**config.mk**
```make
export PLATFORM = sky130hd
export DESIGN_NAME = memory_stage
export DESIGN_NICKNAME = d
export VERILOG_FILES = /design/src/common/mem_pkg.sv /design/src/memory_stage/memory_stage.sv
export VERILOG_INCLUDE_DIRS = /design/src /design/src/common
export SDC_FILE = /design/constraint.sdc
export NUM_CORES = 1
export LEC_CHECK = 0
export BUFFER_PORTS_ARGS = -buffer_cell sky130_fd_sc_hd__buf_2
export CORE_AREA = 3 3 99 101
export CTS_CLUSTER_DIAMETER = 200
export DETAILED_ROUTE_END_ITERATION = 16
export DIE_AREA = 0 0 102 104
export PLACE_DENSITY = 0.6
export REMOVE_ABC_BUFFERS = 1
export SYNTH_ARGS = -nofsm -noshare
export SYNTH_HDL_FRONTEND = slang
export SYNTH_SLANG_ARGS = --single-unit
```
**constraint.sdc**
```tcl
create_clock -name clock -period 2.54 [get_ports clock]
set_input_delay 0.508 -clock clock [delete_from_list [all_inputs] [get_ports clock]]
set_output_delay 0.508 -clock clock [all_outputs]
set_load 0.01 [all_outputs]
```
**src/common/mem_consts.svh**
```systemverilog
`ifndef MEM_CONSTS_SVH
`define MEM_CONSTS_SVH

// Data and address width.
`define MEM_XLEN 32

`define MEM_REG_BITS 5   // Register index width.

// Data memory size in words, as log2.
`define MEM_DEPTH_LOG2 8

// Wait states before ready.
`define MEM_WAIT 2

`endif

```
**src/common/mem_pkg.sv**
```systemverilog
`include "mem_consts.svh"

package mem_pkg;

  // One-hot load/store kind.
  typedef struct packed {
    logic lb;
    logic lbu;
    logic lh;
    logic lhu;
    logic lw;
    logic sb;
    logic sh;
    logic sw;
  } lsu_op_t;

  // Execute result entering the memory stage.
  typedef struct packed {
    logic                     valid;
    logic                     wren;
    logic [`MEM_REG_BITS-1:0] waddr;
    logic [`MEM_XLEN-1:0]     wdata;   // ALU result.
    logic [`MEM_XLEN-1:0]     address;
    logic [`MEM_XLEN-1:0]     sdata;
    logic                     load;
    logic                     store;
    lsu_op_t                  lsu_op;
  } mem_op_t;

  // Word request to data memory.
  typedef struct packed {
    logic                     valid;
    logic [`MEM_XLEN-1:0]     addr;
    logic [`MEM_XLEN-1:0]     wdata;
    logic [`MEM_XLEN/8-1:0]   wstrb;   // Zero for reads.
  } mem_req_t;

  typedef struct packed {
    logic                     ready;
    logic [`MEM_XLEN-1:0]     rdata;
  } mem_rsp_t;

  // Bypass to execute.
  typedef struct packed {
    logic                     wren;
    logic [`MEM_REG_BITS-1:0] waddr;
    logic [`MEM_XLEN-1:0]     wdata;
  } fwd_t;

  // Registered writeback record.
  typedef struct packed {
    logic                     valid;
    logic                     wren;
    logic [`MEM_REG_BITS-1:0] waddr;
    logic [`MEM_XLEN-1:0]     wdata;
  } wb_t;

endpackage

```
**src/memory_stage/memory_stage.sv**
```systemverilog
`timescale 1ns/1ps

module memory_stage (
  input  logic              clock,
  input  logic              reset,
  input  mem_pkg::mem_op_t  op,
  input  logic              clear,
  input  mem_pkg::mem_rsp_t rsp,
  input  logic [31:0]       ldata,
  output logic              stall,
  output mem_pkg::fwd_t     fwd,
  output mem_pkg::wb_t      wb
);
  import mem_pkg::*;

  wb_t  r;
  wb_t  v;
  logic mem_access;

  always_comb begin
    mem_access = op.valid & (op.load | op.store);

    // Wait on memory, unless the op is being flushed.
    stall = mem_access & ~rsp.ready & ~clear;

    v.valid = op.valid;
    v.wren = op.valid & op.wren;
    v.waddr = op.waddr;
    v.wdata = op.load ? ldata : op.wdata;   // Load result replaces ALU value.

    if (stall | clear) begin
      v.valid = 1'b0;
      v.wren = 1'b0;
    end
  end

  // Forward the value about to be registered.
  always_comb begin
    fwd.wren = v.wren;
    fwd.waddr = v.waddr;
    fwd.wdata = v.wdata;
  end

  always_ff @(posedge clock) begin
    if (reset) begin
      r.valid <= 1'b0;
      r.wren <= 1'b0;
    end else begin
      r.valid <= v.valid;
      r.wren <= v.wren;
    end
    r.waddr <= v.waddr;
    r.wdata <= v.wdata;
  end

  assign wb = r;

  // The issuer holds the op in place while stalled.
  a_op_held: assert property (
    @(posedge clock) disable iff (reset)
    stall |=> $stable(op)
  ) else $error("Op changed while the stage was stalled.");

endmodule

```
## After elaboration in Yosys (flattened, before gate mapping)

Cells that the tools add are included.

- Output and inout bits: 78
- Register bits after elaboration: 39
- Input bits: 181
- Word-level logic and storage cells: 15

- Mux-type cells: 2
- Bitwise logic cells: 8
- Reductions and logical operators: 1

Operators by type and width:

| operator | number |
|---|---|
| $mux 32 | 1 |
| $and 1x1->1 | 4 |
| $not 1->1 | 2 |
| $or 1x1->1 | 2 |
| $reduce_or 2->1 | 1 |
| $mux 1 | 1 |

## Longest topological paths before layout

- Word-level depth: 6
- Gate-level depth with buffers: 3
- Depth with buffers taken out: 2

## Worst setup path after synthesis

No wires, ideal clock.

- Path type: input -> output
- Start: in op[9] in the netlist's numbering
- End: out fwd[37] in the netlist's numbering
- Slack: 0.861 ns
- Path buffers: 1
- Required time: 2.032 ns
- Arrival time: 1.171 ns
- Cell stages on the path: 3
- Path through: buf_6 o21ba_1 nor3b_1

RTL lines:

| what | RTL line | text |
|---|---|---|
| start, declared | memory_stage.sv:6 | `input mem_pkg::mem_op_t op,` |
| end, declared | memory_stage.sv:11 | `output mem_pkg::fwd_t fwd,` |

==> out/qor.csv <==
metric,value,unit
cap_viol_max_count,0,
numPortBuffers,154,
nets,421,
grt_pass1_vias,1301,
irDropWorstVdd,0.204,mV
core-area,9110,um2
synth_area,1280,um2
post-dp-hpwl,3.61,mm
dpl.cell_count,344,
setup_tns,0,ns
post_drt_wl_per_cell,11.9,um
holdBufCountCts,0,
worst_path_largest_cell_delay,0.24,ns
run_status,finished clean,
intPower,1.04,mW
hold_class,input pin to flip-flop,
cts_tree,built,
crit_path_end_kind,primary output,
drc,0,
critical_path_required,2.03,ns
worstPathMaxFanout,17,
synth_seq_area_share,60.9,%
dr.pass1.iters,4,
root_buffer,clkbuf_8,
slew_viol_final,0,
cts_max_level,2,
grt_max_degree,18,
numCtsBuffers,5,
postCtsSetupRepairBufs,0,
crit_top_cell,buf_2,
crit_path_top_delay_cell,o21ba_1,
place_ws,0.596,ns
syn_to_final_growth,72.9,%
instances_no_fill,352,
hp-start,op[107],
grt_first_pass_wirelength,5.93,mm
p_leak,1.14,nW
grt_util_met3,3.55,%
synth_cell_types,11,
die_area,10600,um2
arrival,1.41,ns
vias_per_cell,3.52,
syn-instance-count,86,
p_seq_share,47.6,%
antenna_found_initial,0,
cp-start-kind,input pin,
clock-sinks,39,
fin_crit_sh,75.6,%
ys_ff_latch,39,
max_freq,520,MHz
finalWorstSetupSlack,0.619,ns
die_w,102,um
relSlewSlack,85.2,%
crit_type,input pin to primary output,
post_cts_resized,0,
utilization,24.3,%
finalHoldViolCount,0,
grt_use_met2,13.0,%
critical_path.top_delay_family,buffers and inverters,
clock_path_buffers,2,
path_clk_slew,0.08,ns
drive_gt1_share,81.3,%
power.switching,0.354,mW
grt_use_met1,7.46,%
layout_commonest_cell,buf_2,
worstPathCellList,buf_2 -> buf_4 -> o21ba_1 -> nor3b_1 -> buf_2,
grt_usage,7.35,%
largest_register_ffs,39,
worst-path-buf-inv,3,
switching_share,25.3,%
io_pins,259,
drt_iter0_markers,14,
syn_area_per_cell,14.9,um2
grt_most_used_layer,met2,
gp_congestion,0.655,
p_per_area,631,nW/um2
ant_nets,0,
fp-row-count,35,
num_vias,1238,
initial_core_util,14.1,%
worstMarginPinSlew,0.222,ns
whs_endpoint,wb[33],
power.share.clock,33.2,%
grt-ovfl-total,0,
period_minus_slack,1.92,ns
wirelength,4.20,mm
antennaDiodeCount,0,
die_y,104,um
layout_common_cells,"buf_2 (154), dfxtp_1 (39), mux2_2 (32)",
hold_depth,1,
setup_viol,0,
ys_warn_count,0,
rsz0062_at_grt,false,
combPwrFrac,19.2,%
how the worst max path moves through the flow:
stage                     start  endpoint  cells past startpoint
after floorplan           op[9]   fwd[37]                      2
final                     op[9]   fwd[37]                      5
after global routing      op[9]   fwd[37]                      5
after CTS                 op[9]   fwd[37]                      5
after detailed placement  op[9]   fwd[37]                      5
after global placement    op[9]   fwd[37]                      5
metal layers:
layer / part of all wire (%) / vias up
met3: 13 / 4
met5: 0 / -
met4: 0.81 / 0
met1: 38 / 548
met2: 49 / 91
li1: - / 595
per-stage QoR:
stage               hold WS [ns]  instance area, um2  power [mW]
finish                     0.329                2220        1.40
global route               0.315                2220        1.48
CTS                        0.315                2220        1.44
detailed placement         0.623                2120       0.956
global placement           0.621                2120       0.952
floorplan                  0.536                1190       0.787
power by group through the flow:
stage	Clock (mW)	Combinational, mW	Sequential (mW)
3_5_place_dp	0	0.275	0.681
5_1_grt	0.519	0.295	0.670
3_3_place_gp	0	0.271	0.681
2_1_floorplan	0	0.0800	0.707
4_1_cts	0.499	0.276	0.667
6_report	0.465	0.269	0.666
synth_stat cells:
cell	n	area share (%)
dfxtp_1	39	61
nor4b_2	1	1.2
nand2b_1	1	0.49
nor2b_1	1	0.49
clkbuf_8	3	3.2
nor3_1	1	0.39
buf_4	5	2.9
o21ba_1	1	0.78
nor3b_1	1	0.59
mux2_2	32	28
buf_6	1	0.88
kinds of logic (layout without fill, tap and decap cells):
family                 Yosys count  in the layout  share of synthesized area, %
multiplexers                    32             32                          28.1
AO/OA/AOI/OAI                    1              1                         0.781
flip-flops                      39             39                          60.9
AND/OR/NAND/NOR                  5              5                          3.13
buffers and inverters            9            164                          7.03
cell type report:
cell class	count	area [um2]
well taps	111	139
multi-input cells	38	410
fillers	1005	6890
flip-flops and latches	39	781
clock buffers	8	100
repair buffers	156	786
Note: power is estimated with default switching activity, not from simulation.
