File: config.mk
export PLATFORM = sky130hd
export DESIGN_NAME = store_format
export DESIGN_NICKNAME = d
export VERILOG_FILES = /design/src/common/mem_pkg.sv /design/src/hdl/store_format.sv
export VERILOG_INCLUDE_DIRS = /design/src /design/src/common
export SDC_FILE = /design/constraint.sdc
export NUM_CORES = 1
export LEC_CHECK = 0
export ABC_AREA = 1
export BUFFER_PORTS_ARGS = -buffer_cell sky130_fd_sc_hd__buf_2
export CORE_ASPECT_RATIO = 0.75
export CORE_MARGIN = 10
export CORE_UTILIZATION = 24
export DETAILED_ROUTE_END_ITERATION = 10
export GPL_ROUTABILITY_DRIVEN = 0
export GPL_TIMING_DRIVEN = 0
export PLACE_DENSITY = 0.87
export RECOVER_POWER = 100
export SLEW_MARGIN = 20
export SYNTH_ARGS = -nofsm -noshare
export SYNTH_HDL_FRONTEND = slang
export SYNTH_SLANG_ARGS = --single-unit
export TNS_END_PERCENT = 30
File: constraint.sdc
create_clock -name vclk -period 0.8
set_clock_uncertainty 0.05 [all_clocks]
set_input_delay 0.04 -clock vclk [all_inputs]
set_output_delay 0.04 -clock vclk [all_outputs]
set_load 0.01 [all_outputs]
File: src/common/mem_consts.svh
`ifndef MEM_CONSTS_SVH
`define MEM_CONSTS_SVH

// Data and address width.
`define MEM_XLEN 32

`define MEM_REG_BITS 5   // Register index width.

// Data memory size in words, as log2.
`define MEM_DEPTH_LOG2 8

// Wait states before ready.
`define MEM_WAIT 2

`endif

File: src/common/mem_pkg.sv
`include "mem_consts.svh"

package mem_pkg;

  // One-hot load/store kind.
  typedef struct packed {
    logic lb;
    logic lbu;
    logic lh;
    logic lhu;
    logic lw;
    logic sb;
    logic sh;
    logic sw;
  } lsu_op_t;

  // Execute result entering the memory stage.
  typedef struct packed {
    logic                     valid;
    logic                     wren;
    logic [`MEM_REG_BITS-1:0] waddr;
    logic [`MEM_XLEN-1:0]     wdata;   // ALU result.
    logic [`MEM_XLEN-1:0]     address;
    logic [`MEM_XLEN-1:0]     sdata;
    logic                     load;
    logic                     store;
    lsu_op_t                  lsu_op;
  } mem_op_t;

  // Word request to data memory.
  typedef struct packed {
    logic                     valid;
    logic [`MEM_XLEN-1:0]     addr;
    logic [`MEM_XLEN-1:0]     wdata;
    logic [`MEM_XLEN/8-1:0]   wstrb;   // Zero for reads.
  } mem_req_t;

  typedef struct packed {
    logic                     ready;
    logic [`MEM_XLEN-1:0]     rdata;
  } mem_rsp_t;

  // Bypass to execute.
  typedef struct packed {
    logic                     wren;
    logic [`MEM_REG_BITS-1:0] waddr;
    logic [`MEM_XLEN-1:0]     wdata;
  } fwd_t;

  // Registered writeback record.
  typedef struct packed {
    logic                     valid;
    logic                     wren;
    logic [`MEM_REG_BITS-1:0] waddr;
    logic [`MEM_XLEN-1:0]     wdata;
  } wb_t;

endpackage

File: src/hdl/store_format.sv
`timescale 1ns/1ps

module store_format (
  input  mem_pkg::mem_op_t  op,
  input  logic              clear,
  output mem_pkg::mem_req_t req
);

  logic half;
  logic word;

  assign half = op.lsu_op.lh | op.lsu_op.lhu | op.lsu_op.sh;
  assign word = op.lsu_op.lw | op.lsu_op.sw;

  always_comb begin
    req.valid = op.valid & (op.load | op.store) & ~clear;
    req.addr = op.address;

    // Replicate into every lane, strobes pick the one written.
    if (op.lsu_op.sb) begin
      req.wdata = {4{op.sdata[7:0]}};
    end else if (op.lsu_op.sh) begin
      req.wdata = {2{op.sdata[15:0]}};
    end else begin
      req.wdata = op.sdata;
    end

    if (!op.store) begin
      req.wstrb = 4'b0000;   // Read.
    end else if (op.lsu_op.sb) begin
      req.wstrb = 4'b0001 << op.address[1:0];
    end else if (op.lsu_op.sh) begin
      req.wstrb = op.address[1] ? 4'b1100 : 4'b0011;
    end else begin
      req.wstrb = 4'b1111;
    end
  end

  // Issuer must present natural alignment.
  always_comb begin
    if (req.valid) begin
      assert final (!half || !op.address[0])
        else $error("Misaligned half access at %h.", op.address);
      assert final (!word || op.address[1:0] == 2'b00)
        else $error("Misaligned word access at %h.", op.address);
    end
  end

endmodule

* After elaboration in Yosys (flattened, before gate mapping)
Cells that the tools add are included.
Operators by class: $add $sub $neg 0, eq/ne operators 0, $mul 0, bitwise operators 4, divide/modulo/power cells 0, mux-type cells 6, reduce and logical (&&, ||, !) cells 0, shifts and indexed selects 1, order comparisons 0
Operators with widths (number):
- two-way mux 32 bit | 2
- two-way mux 4 bit | 4
- left shift 1 x 2 -> 4 bit (first input constant) | 1
- bitwise AND 1 bit | 2
- inverter 1 bit | 1
- bitwise OR 1 bit | 1
Word-level totals: latch bits 0, logic and storage cells 11, output and inout port bits 69, bits in registers 0, bits in writable memories 0, ROM bits 0, memories 0

* Longest topological paths before layout
word-level depth 4, mapped depth 6, mapped depth without buffers 5

* Worst setup path before layout
No wires, ideal clock.
path type input port to output port, start in op[2] (netlist name), end out req[1] (netlist name), path slack 0.153 ns, stages 5, path buffers 2, data arrival time 0.557 ns, path through buf_6 -> inv_2 -> buf_6 -> a21oi_1 -> nor2_1
RTL lines:
- start, declared | line store_format.sv:4 | input mem_pkg::mem_op_t op,
- end, declared | line store_format.sv:6 | output mem_pkg::mem_req_t req

==> reports/qor.yml <==
run_status:
  status: "finished, final reports clean"
cells_and_area:
  multi_input_area_um2: 413
  fillCellCount: 351
  fin_util_pct: 44.1
  area_growth_pct: 71.6
  drive_above_1_share_pct: 44.8
  final_nets: 377
  diodes: 0
  fin_cells: 299
  nFlopsAndLatches: 0
  register_area_um2: 0
  clkbuf_count: 0
yosys:
  synth.distinct_cells: 12
  synth.area.top_cells: "buf_4 41%, nand2_1 40%, o21ai_0 4.5%, buf_6 2.9%, a21oi_1 2.6%"
  ys_warn_count: 0
  syn_nets: 267
  yosysTopAreaCell: "buf_4"
  yosysSeqAreaShare_pct: 0
  synth_area_per_cell_um2: 5.07
  synthDominantCellAreaShare_pct: 40.6
  synthCells: 153
  synth_area_um2: 776
detailed_routing:
  num_vias: 1227
  wl_um: 4140
  routedWlPerCell_um: 13.9
  dr_wl_met2_um: 2210
  first_pass_iters: 4
  dr.max_layer_used: "met4"
  first_iter_violations: 51
  drc: 0
  dr_wl_met3_um: 445
  drtAntennaViolNets: 0
  via_per_inst: 4.10
  met1Wirelength_um: 1470
sta:
  worst_pin_slew_ns: 0.185
  fmax_mhz: 1290
  period_minus_slack_ns: 0.774
  fin_ws_ns: 0.0264
  finalCritPeriodShare_pct: 96.7
  rsz0062_at_grt: "yes"
  relSlewSlack_pct: 87.6
  setup_viol: 0
  drv_slew: 0
  finalHoldViolCount: 0
critical_path:
  worstSetupPathType: "input port to output port"
  worstPathRequired_ns: 0.71
  arrival_ns: 0.68
  crit_path_start_kind: "input port"
  path_max_fanout: 9
  end_kind: "output port"
floorplanning:
  dieHeight_um: 69.2
  chipWidth_um: 85.7
  dieArea_mm2: 0.00593
  io_pins: 183
  start_util_pct: 25.7
  core_area_mm2: 0.00302
  num_rows: 17
run:
  max_cap_violations: 0
global_routing:
  grt_use_total_pct: 12.6
  antenna_found_initial: 0
  grt_first_pass_wirelength_um: 6410
  gr-total-overflow: 0
  grt_max_degree: 11
  grt_pass1_vias: 1307
hold_path:
  hold_path.class: "input port to output port"
  hold_path_end: "req[53]"
  hold_depth: 2
  hold_start: "op[59]"
clocking:
  cts_setup_buffers: 0
  cts_resized: 0
  hold_buffers: 0
place:
  io_buffer_count: 107
  pre_cts_slack_ns: 0.00849
  hpwl_um: 3730
  placed_cells: 298
pwr:
  p_leak_uw: 0.000845
  ir_worst_vdd_mv: 0.277
  pwr_density_cell_mw_per_mm2: 622
  power_uw: 827
==> critical path: stages <==
cell and delay (ns):
buf_6 0.11, inv_2 0.07, buf_6 0.13, a21oi_1 0.13, nor2_1 0.06, buf_2 0.14
==> cells in the mapped netlist <==
| library cell | instances |
|---|---|
| o21ai_0 | 7 |
| nor2_1 | 5 |
| inv_2 | 2 |
| inv_1 | 2 |
| a21oi_1 | 4 |
| buf_6 | 2 |
| o21ai_1 | 2 |
| nor2_4 | 1 |
| buf_2 | 2 |
| nand2_1 | 82 |
| buf_4 | 42 |
| nand3_1 | 2 |
==> power breakdown <==
group          switching [µW]  internal (µW)  leakage (µW)  total [µW]
Sequential                  0              0             0           0
Combinational             428            400      0.000845         827
Clock                       0              0             0           0
==> layout make-up <==
cell class                      instances  share of cell area, %
Buffer                                 46                   26.9
Tap cell                               38                   3.57
Timing Repair Buffer                  108                   37.0
Multi-Input combinational cell        103                   31.0
Inverter                                4                   1.50
==> stage by stage <==
step | area, µm² | hold slack [ns] | TNS, ns
detailed placement | 1360 | 0.219 | 0
floorplan | 776 | 0.0775 | 0
CTS | 1360 | 0.219 | 0
global route | 1330 | 0.252 | -0.196
finish | 1330 | 0.244 | 0
global placement | 1360 | 0.219 | 0
==> worst max-delay path by stage <==
stage                from       to  cells past startpoint
finish              op[2]   req[1]                      6
global placement    op[1]  req[31]                      7
global route        op[2]   req[1]                      6
floorplan           op[2]   req[1]                      5
CTS                 op[1]  req[21]                      5
detailed placement  op[1]  req[21]                      5
==> placed cells by master (no fill, tap or decap), drive strengths merged <==
master and count:
buf 113, nand2 82, clkbuf 41, o21ai 9, nor2 6, a21oi 4
inv 4, nand3 2
==> logic make-up after synthesis <==
kind of cell	count (synthesis)	share of synthesized area (%)
AOI/OAI and AO/OA	13	8.39
and+or+nand+nor	90	44.8
buffers and inverters	50	46.8
==> routing by layer <==
| metal | track usage, % | vias up |
|---|---|---|
| met3 | 5.15 | 2 |
| met2 | 24.0 | 63 |
| met4 | 0.543 | 0 |
| met1 | 12.9 | 520 |
| li1 | - | 642 |
| met5 | 0 | - |
Note: power is estimated with default switching activity, not from simulation.
