`src/common/mem_consts.svh`:
```
`ifndef MEM_CONSTS_SVH
`define MEM_CONSTS_SVH

// Data and address width.
`define MEM_XLEN 32

`define MEM_REG_BITS 5   // Register index width.

// Data memory size in words, as log2.
`define MEM_DEPTH_LOG2 8

// Wait states before ready.
`define MEM_WAIT 2

`endif

```
`src/common/mem_pkg.sv`:
```
`include "mem_consts.svh"

package mem_pkg;

  // One-hot load/store kind.
  typedef struct packed {
    logic lb;
    logic lbu;
    logic lh;
    logic lhu;
    logic lw;
    logic sb;
    logic sh;
    logic sw;
  } lsu_op_t;

  // Execute result entering the memory stage.
  typedef struct packed {
    logic                     valid;
    logic                     wren;
    logic [`MEM_REG_BITS-1:0] waddr;
    logic [`MEM_XLEN-1:0]     wdata;   // ALU result.
    logic [`MEM_XLEN-1:0]     address;
    logic [`MEM_XLEN-1:0]     sdata;
    logic                     load;
    logic                     store;
    lsu_op_t                  lsu_op;
  } mem_op_t;

  // Word request to data memory.
  typedef struct packed {
    logic                     valid;
    logic [`MEM_XLEN-1:0]     addr;
    logic [`MEM_XLEN-1:0]     wdata;
    logic [`MEM_XLEN/8-1:0]   wstrb;   // Zero for reads.
  } mem_req_t;

  typedef struct packed {
    logic                     ready;
    logic [`MEM_XLEN-1:0]     rdata;
  } mem_rsp_t;

  // Bypass to execute.
  typedef struct packed {
    logic                     wren;
    logic [`MEM_REG_BITS-1:0] waddr;
    logic [`MEM_XLEN-1:0]     wdata;
  } fwd_t;

  // Registered writeback record.
  typedef struct packed {
    logic                     valid;
    logic                     wren;
    logic [`MEM_REG_BITS-1:0] waddr;
    logic [`MEM_XLEN-1:0]     wdata;
  } wb_t;

endpackage

```
`src/hdl/load_align.sv`:
```
`timescale 1ns/1ps

module load_align (
  input  logic [31:0]      rdata,
  input  logic [1:0]       offset,
  input  mem_pkg::lsu_op_t lsu_op,
  output logic [31:0]      result
);

  logic [7:0]  byte_sel;
  logic [15:0] half_sel;

  // Lane select by low address bits.
  always_comb begin
    case (offset)
      2'd0: byte_sel = rdata[7:0];
      2'd1: byte_sel = rdata[15:8];
      2'd2: byte_sel = rdata[23:16];
      default: byte_sel = rdata[31:24];
    endcase
    half_sel = offset[1] ? rdata[31:16] : rdata[15:0];
  end

  always_comb begin
    if (lsu_op.lb) begin
      result = {{24{byte_sel[7]}}, byte_sel};
    end else if (lsu_op.lbu) begin
      result = {24'h000000, byte_sel};
    end else if (lsu_op.lh) begin
      result = {{16{half_sel[15]}}, half_sel};
    end else if (lsu_op.lhu) begin
      result = {16'h0000, half_sel};
    end else begin
      result = rdata;   // lw, and don't care for stores.
    end
  end

endmodule

```
`config.mk`:
```
export PLATFORM = sky130hd
export DESIGN_NAME = load_align
export DESIGN_NICKNAME = d
export VERILOG_FILES = /design/src/common/mem_pkg.sv /design/src/hdl/load_align.sv
export VERILOG_INCLUDE_DIRS = /design/src /design/src/common
export SDC_FILE = /design/constraint.sdc
export NUM_CORES = 1
export LEC_CHECK = 0
export BUFFER_PORTS_ARGS = -buffer_cell sky130_fd_sc_hd__buf_2
export CORE_UTILIZATION = 34
export DETAILED_ROUTE_END_ITERATION = 8
export PLACE_DENSITY = 0.83
export SYNTH_ARGS = -nofsm -noshare
export SYNTH_HDL_FRONTEND = slang
export SYNTH_SLANG_ARGS = --single-unit
```
`constraint.sdc`:
```
create_clock -name vclk -period 1.4
set_input_delay 0.07 -clock vclk [all_inputs]
set_output_delay 0.07 -clock vclk [all_outputs]
set_load 0.03 [all_outputs]
```
== Word-level counts from Yosys, hierarchy flattened ==
Index checks and enable logic that the tools add are counted.
Storage, ports and cells
  bits in registers: 0
  bits of input ports: 42
  output and inout port bits: 32
  logic and storage cells: 9
Operators by class
  equal/unequal tests: 2
  mux-type cells: 6
  reductions and logical operators: 1
Operators with widths (count)
  $mux W32: 4
  $pmux W8 S3: 1
  $mux W16: 1
  $eq A2 B1 Y1 const B: 1
  $eq A2 B2 Y1 const B: 1
  $logic_not A2 Y1: 1

== Longest topological paths before layout ==
  depth in word-level cells: 5
  gate-level depth with buffers: 5
  gate-level depth less buffers: 3

== Worst setup path before layout ==
OpenSTA, ideal clock, no wires.
  kind: input-to-output
  from: input port offset[0]
  to: output port result[20]
  data arrival time: 1.547 ns
  path slack: -0.217 ns
  cell stages on the path: 5
  path buffers: 2
  cells stage by stage: buf_6 > mux2_4 > a222oi_1 > buf_6 > nand2_1
On the way
  word-level cells in the longest chain between the ends: 3
  elaborated cells on any way between the ends: 5
Ends and longest elaborated chain
  start: declaration: RTL line load_align.sv:5  | input logic [1:0] offset,
  $eq A2 B2 Y1, or another cell as far along: RTL line load_align.sv:15  | case (offset)
  $pmux W8 S3 (*): RTL line load_align.sv:15
  $mux W32 (*): RTL line load_align.sv:25  | if (lsu_op.lb) begin
  end: declaration: RTL line load_align.sv:7  | output logic [31:0] result
Every way passes the cells marked *; elsewhere a longest branch is shown, timed or not.

== Worst setup path in the final report ==
  from: input port offset[0]
  to: output port result[23]
The elaborated chain is that of the path after synthesis.

==> impl_metrics.yaml <==
sta:
  rsz0062_at_grt: "yes"
  maxSlewHeadroom_pct: 72.81
  max_freq_mhz: 671.2
  finalCritPeriodShare_pct: 106.4
  setup-violations-final: 16
  tns_ns: -1.063
  fin_crit_ns: 1.490
  setup_slack_ns: -0.08987
  worstMarginPinSlew_ns: 0.4078
  hold_violations: 0
  slew_violations: 0
floorplanning:
  core_um2: 1962
  chipWidth_um: 47.80
  start_util_pct: 36.35
  fp.dieH_um: 47.80
  ios: 74
  die_area_um2: 2285
  rows: 16
worst_hold_path:
  hp-class: "input port to output port"
  hold_path_depth: 4
synth:
  synth_warnings: 0
  synth_area_leaders: "mux2_2, nand2_1, nand3_1"
  yosysMostFrequentCell: "nand2_1"
  synth_area_um2: 713.2
  yosysUniqueCellTypes: 18
  synth_top_area_share_pct: 25.26
  yosysTopAreaCell: "mux2_2"
  synth_cells: 124
  yosys-top-cells-count: "nand2_1, nand3_1, mux2_2"
  syn-num-nets: 166
  syn_avg_cell_area_um2: 5.751
  yosysSeqAreaShare_pct: 0
pwr:
  p_per_area_nw_per_um2: 562.2
  power.leakage_nw: 0.7088
  switching_share_pct: 59.70
  intPower_uw: 321.5
  peakVddDrop_v: 0.0003433
  p_seq_share_pct: 0
  pwr-share-comb_pct: 100.0
  finalPower_uw: 797.6
  pwr-share-clk_pct: 0
  p_sw_uw: 476.2
layout:
  fin_area_um2: 1419
  finalNetCount: 251
  clkbuf_count: 0
  drive_gt1_share_pct: 64.25
  final_cells: 234
  area_growth_pct: 98.95
  diodes: 0
  flops_and_latches: 0
  seqCellArea_um2: 0
  nFillCells: 150
  multi_input_area_um2: 760.7
grt:
  grt-ovfl-total: 0
  grt_start_max_net_pins: 17
  grt_pass1_wl_um: 5437
  grt_usage_pct: 33.33
  grt_pass1_vias: 1243
  antenna_found_initial: 0
placed_design:
  dp_hpwl_um: 2682
  placed_cell_area_um2: 1272
  place_inst: 232
  io_buffers: 70
  place_congestion: 0.9314
setup_path:
  crit_arrival_ns: 1.42
  cp.depth: 6
  worstPathRequired_ns: 1.33
  cp_max_fo: 8
  start_kind: "input port"
  worstPathCellList: "buf_8 > mux2_4 > a222oi_1 > buf_4 > nand2_2 > buf_6"
  crit_path_end_kind: "output port"
  cpPeakStageDelay_ns: 0.42
  crit_type: "input port to output port"
  crit_family: "buffers and inverters"
  slowest_stage: "a222oi_1"
  critPathBufInv: 3
drt:
  wl_um: 3841
  drtIter0Drc: 46
  ant_nets: 0
  num_vias: 1348
  wl_per_cell_um: 16.41
  drcViolationCount: 0
  vias_per_cell: 5.761
  drt_pass1_iterations: 5
outcome:
  violations: "setup timing"
  status: "finished with violations"
clock_tree:
  cts_hold_buf: 0
job:
  maxCapViolations: 0
==> metrics by stage <==
stage | worst slack [ns] | hold WS, ns | util, %
after floorplan | -0.2097 | 0.3095 | -
after global placement | -0.04891 | 0.5033 | 64.86
after detailed placement | -0.1488 | 0.5029 | 64.86
after CTS | -0.06120 | 0.4727 | 72.00
after global routing | -0.1321 | 0.5089 | 72.32
final | -0.08987 | 0.4795 | 72.32
==> power groups by stage <==
stage | Sequential, mW | Clock [mW] | Combinational (mW)
2_1_floorplan | 0 | 0 | 0.437
3_3_place_gp | 0 | 0 | 0.673
3_5_place_dp | 0 | 0 | 0.691
4_1_cts | 0 | 0 | 0.776
5_1_grt | 0 | 0 | 0.843
6_report | 0 | 0 | 0.798
==> final timing paths <==
check / start / end / slack (ns)
worst max-delay path: offset[0] / result[23] / -0.09
worst min-delay path: rdata[30] / result[30] / 0.48
==> metal layers <==
metal | global-route usage [%] | part of all wire, % | vias up
met4 | 16.11 | 5.0 | 0
met1 | 35.11 | 37 | 619
met3 | 4.151 | 6.8 | 25
met5 | 0 | 0 | -
met2 | 64.05 | 51 | 82
li1 | - | - | 622
==> logic make-up (layout without fill, tap and decap cells) <==
kind of cell           after synthesis  count (layout)  share of synthesized area (%)
AND/OR/NAND/NOR                     77              77                          46.32
multiplexers                        17              17                          27.37
AO/OA/AOI/OAI                       22              22                          20.00
buffers and inverters                8              91                          6.315
==> what timing repair did <==
action	4_1_cts	5_1_grt
resized for setup	41	2
buffers inserted	2	0
endpoints found under the setup margin	21	23
pin swaps	5	7
==> cell usage in the layout (no fill, tap or decap), types with 2 or more instances in the layout <==
cell type | synthesis | routed
nand2_2 | 0 | 16
nand3_1 | 24 | 24
o22ai_1 | 8 | 8
nand2_1 | 48 | 32
mux2_2 | 16 | 16
buf_4 | 0 | 21
a31oi_2 | 0 | 7
o21ai_1 | 2 | 2
buf_2 | 0 | 52
buf_6 | 2 | 17
==> cell type report <==
| cell class | instances | area share [%] |
|---|---|---|
| timing repair buffer | 91 | 44.00 |
| multi-input combinational | 116 | 53.62 |
| tap | 27 | 2.381 |
(Power assumes the default switching activity.)
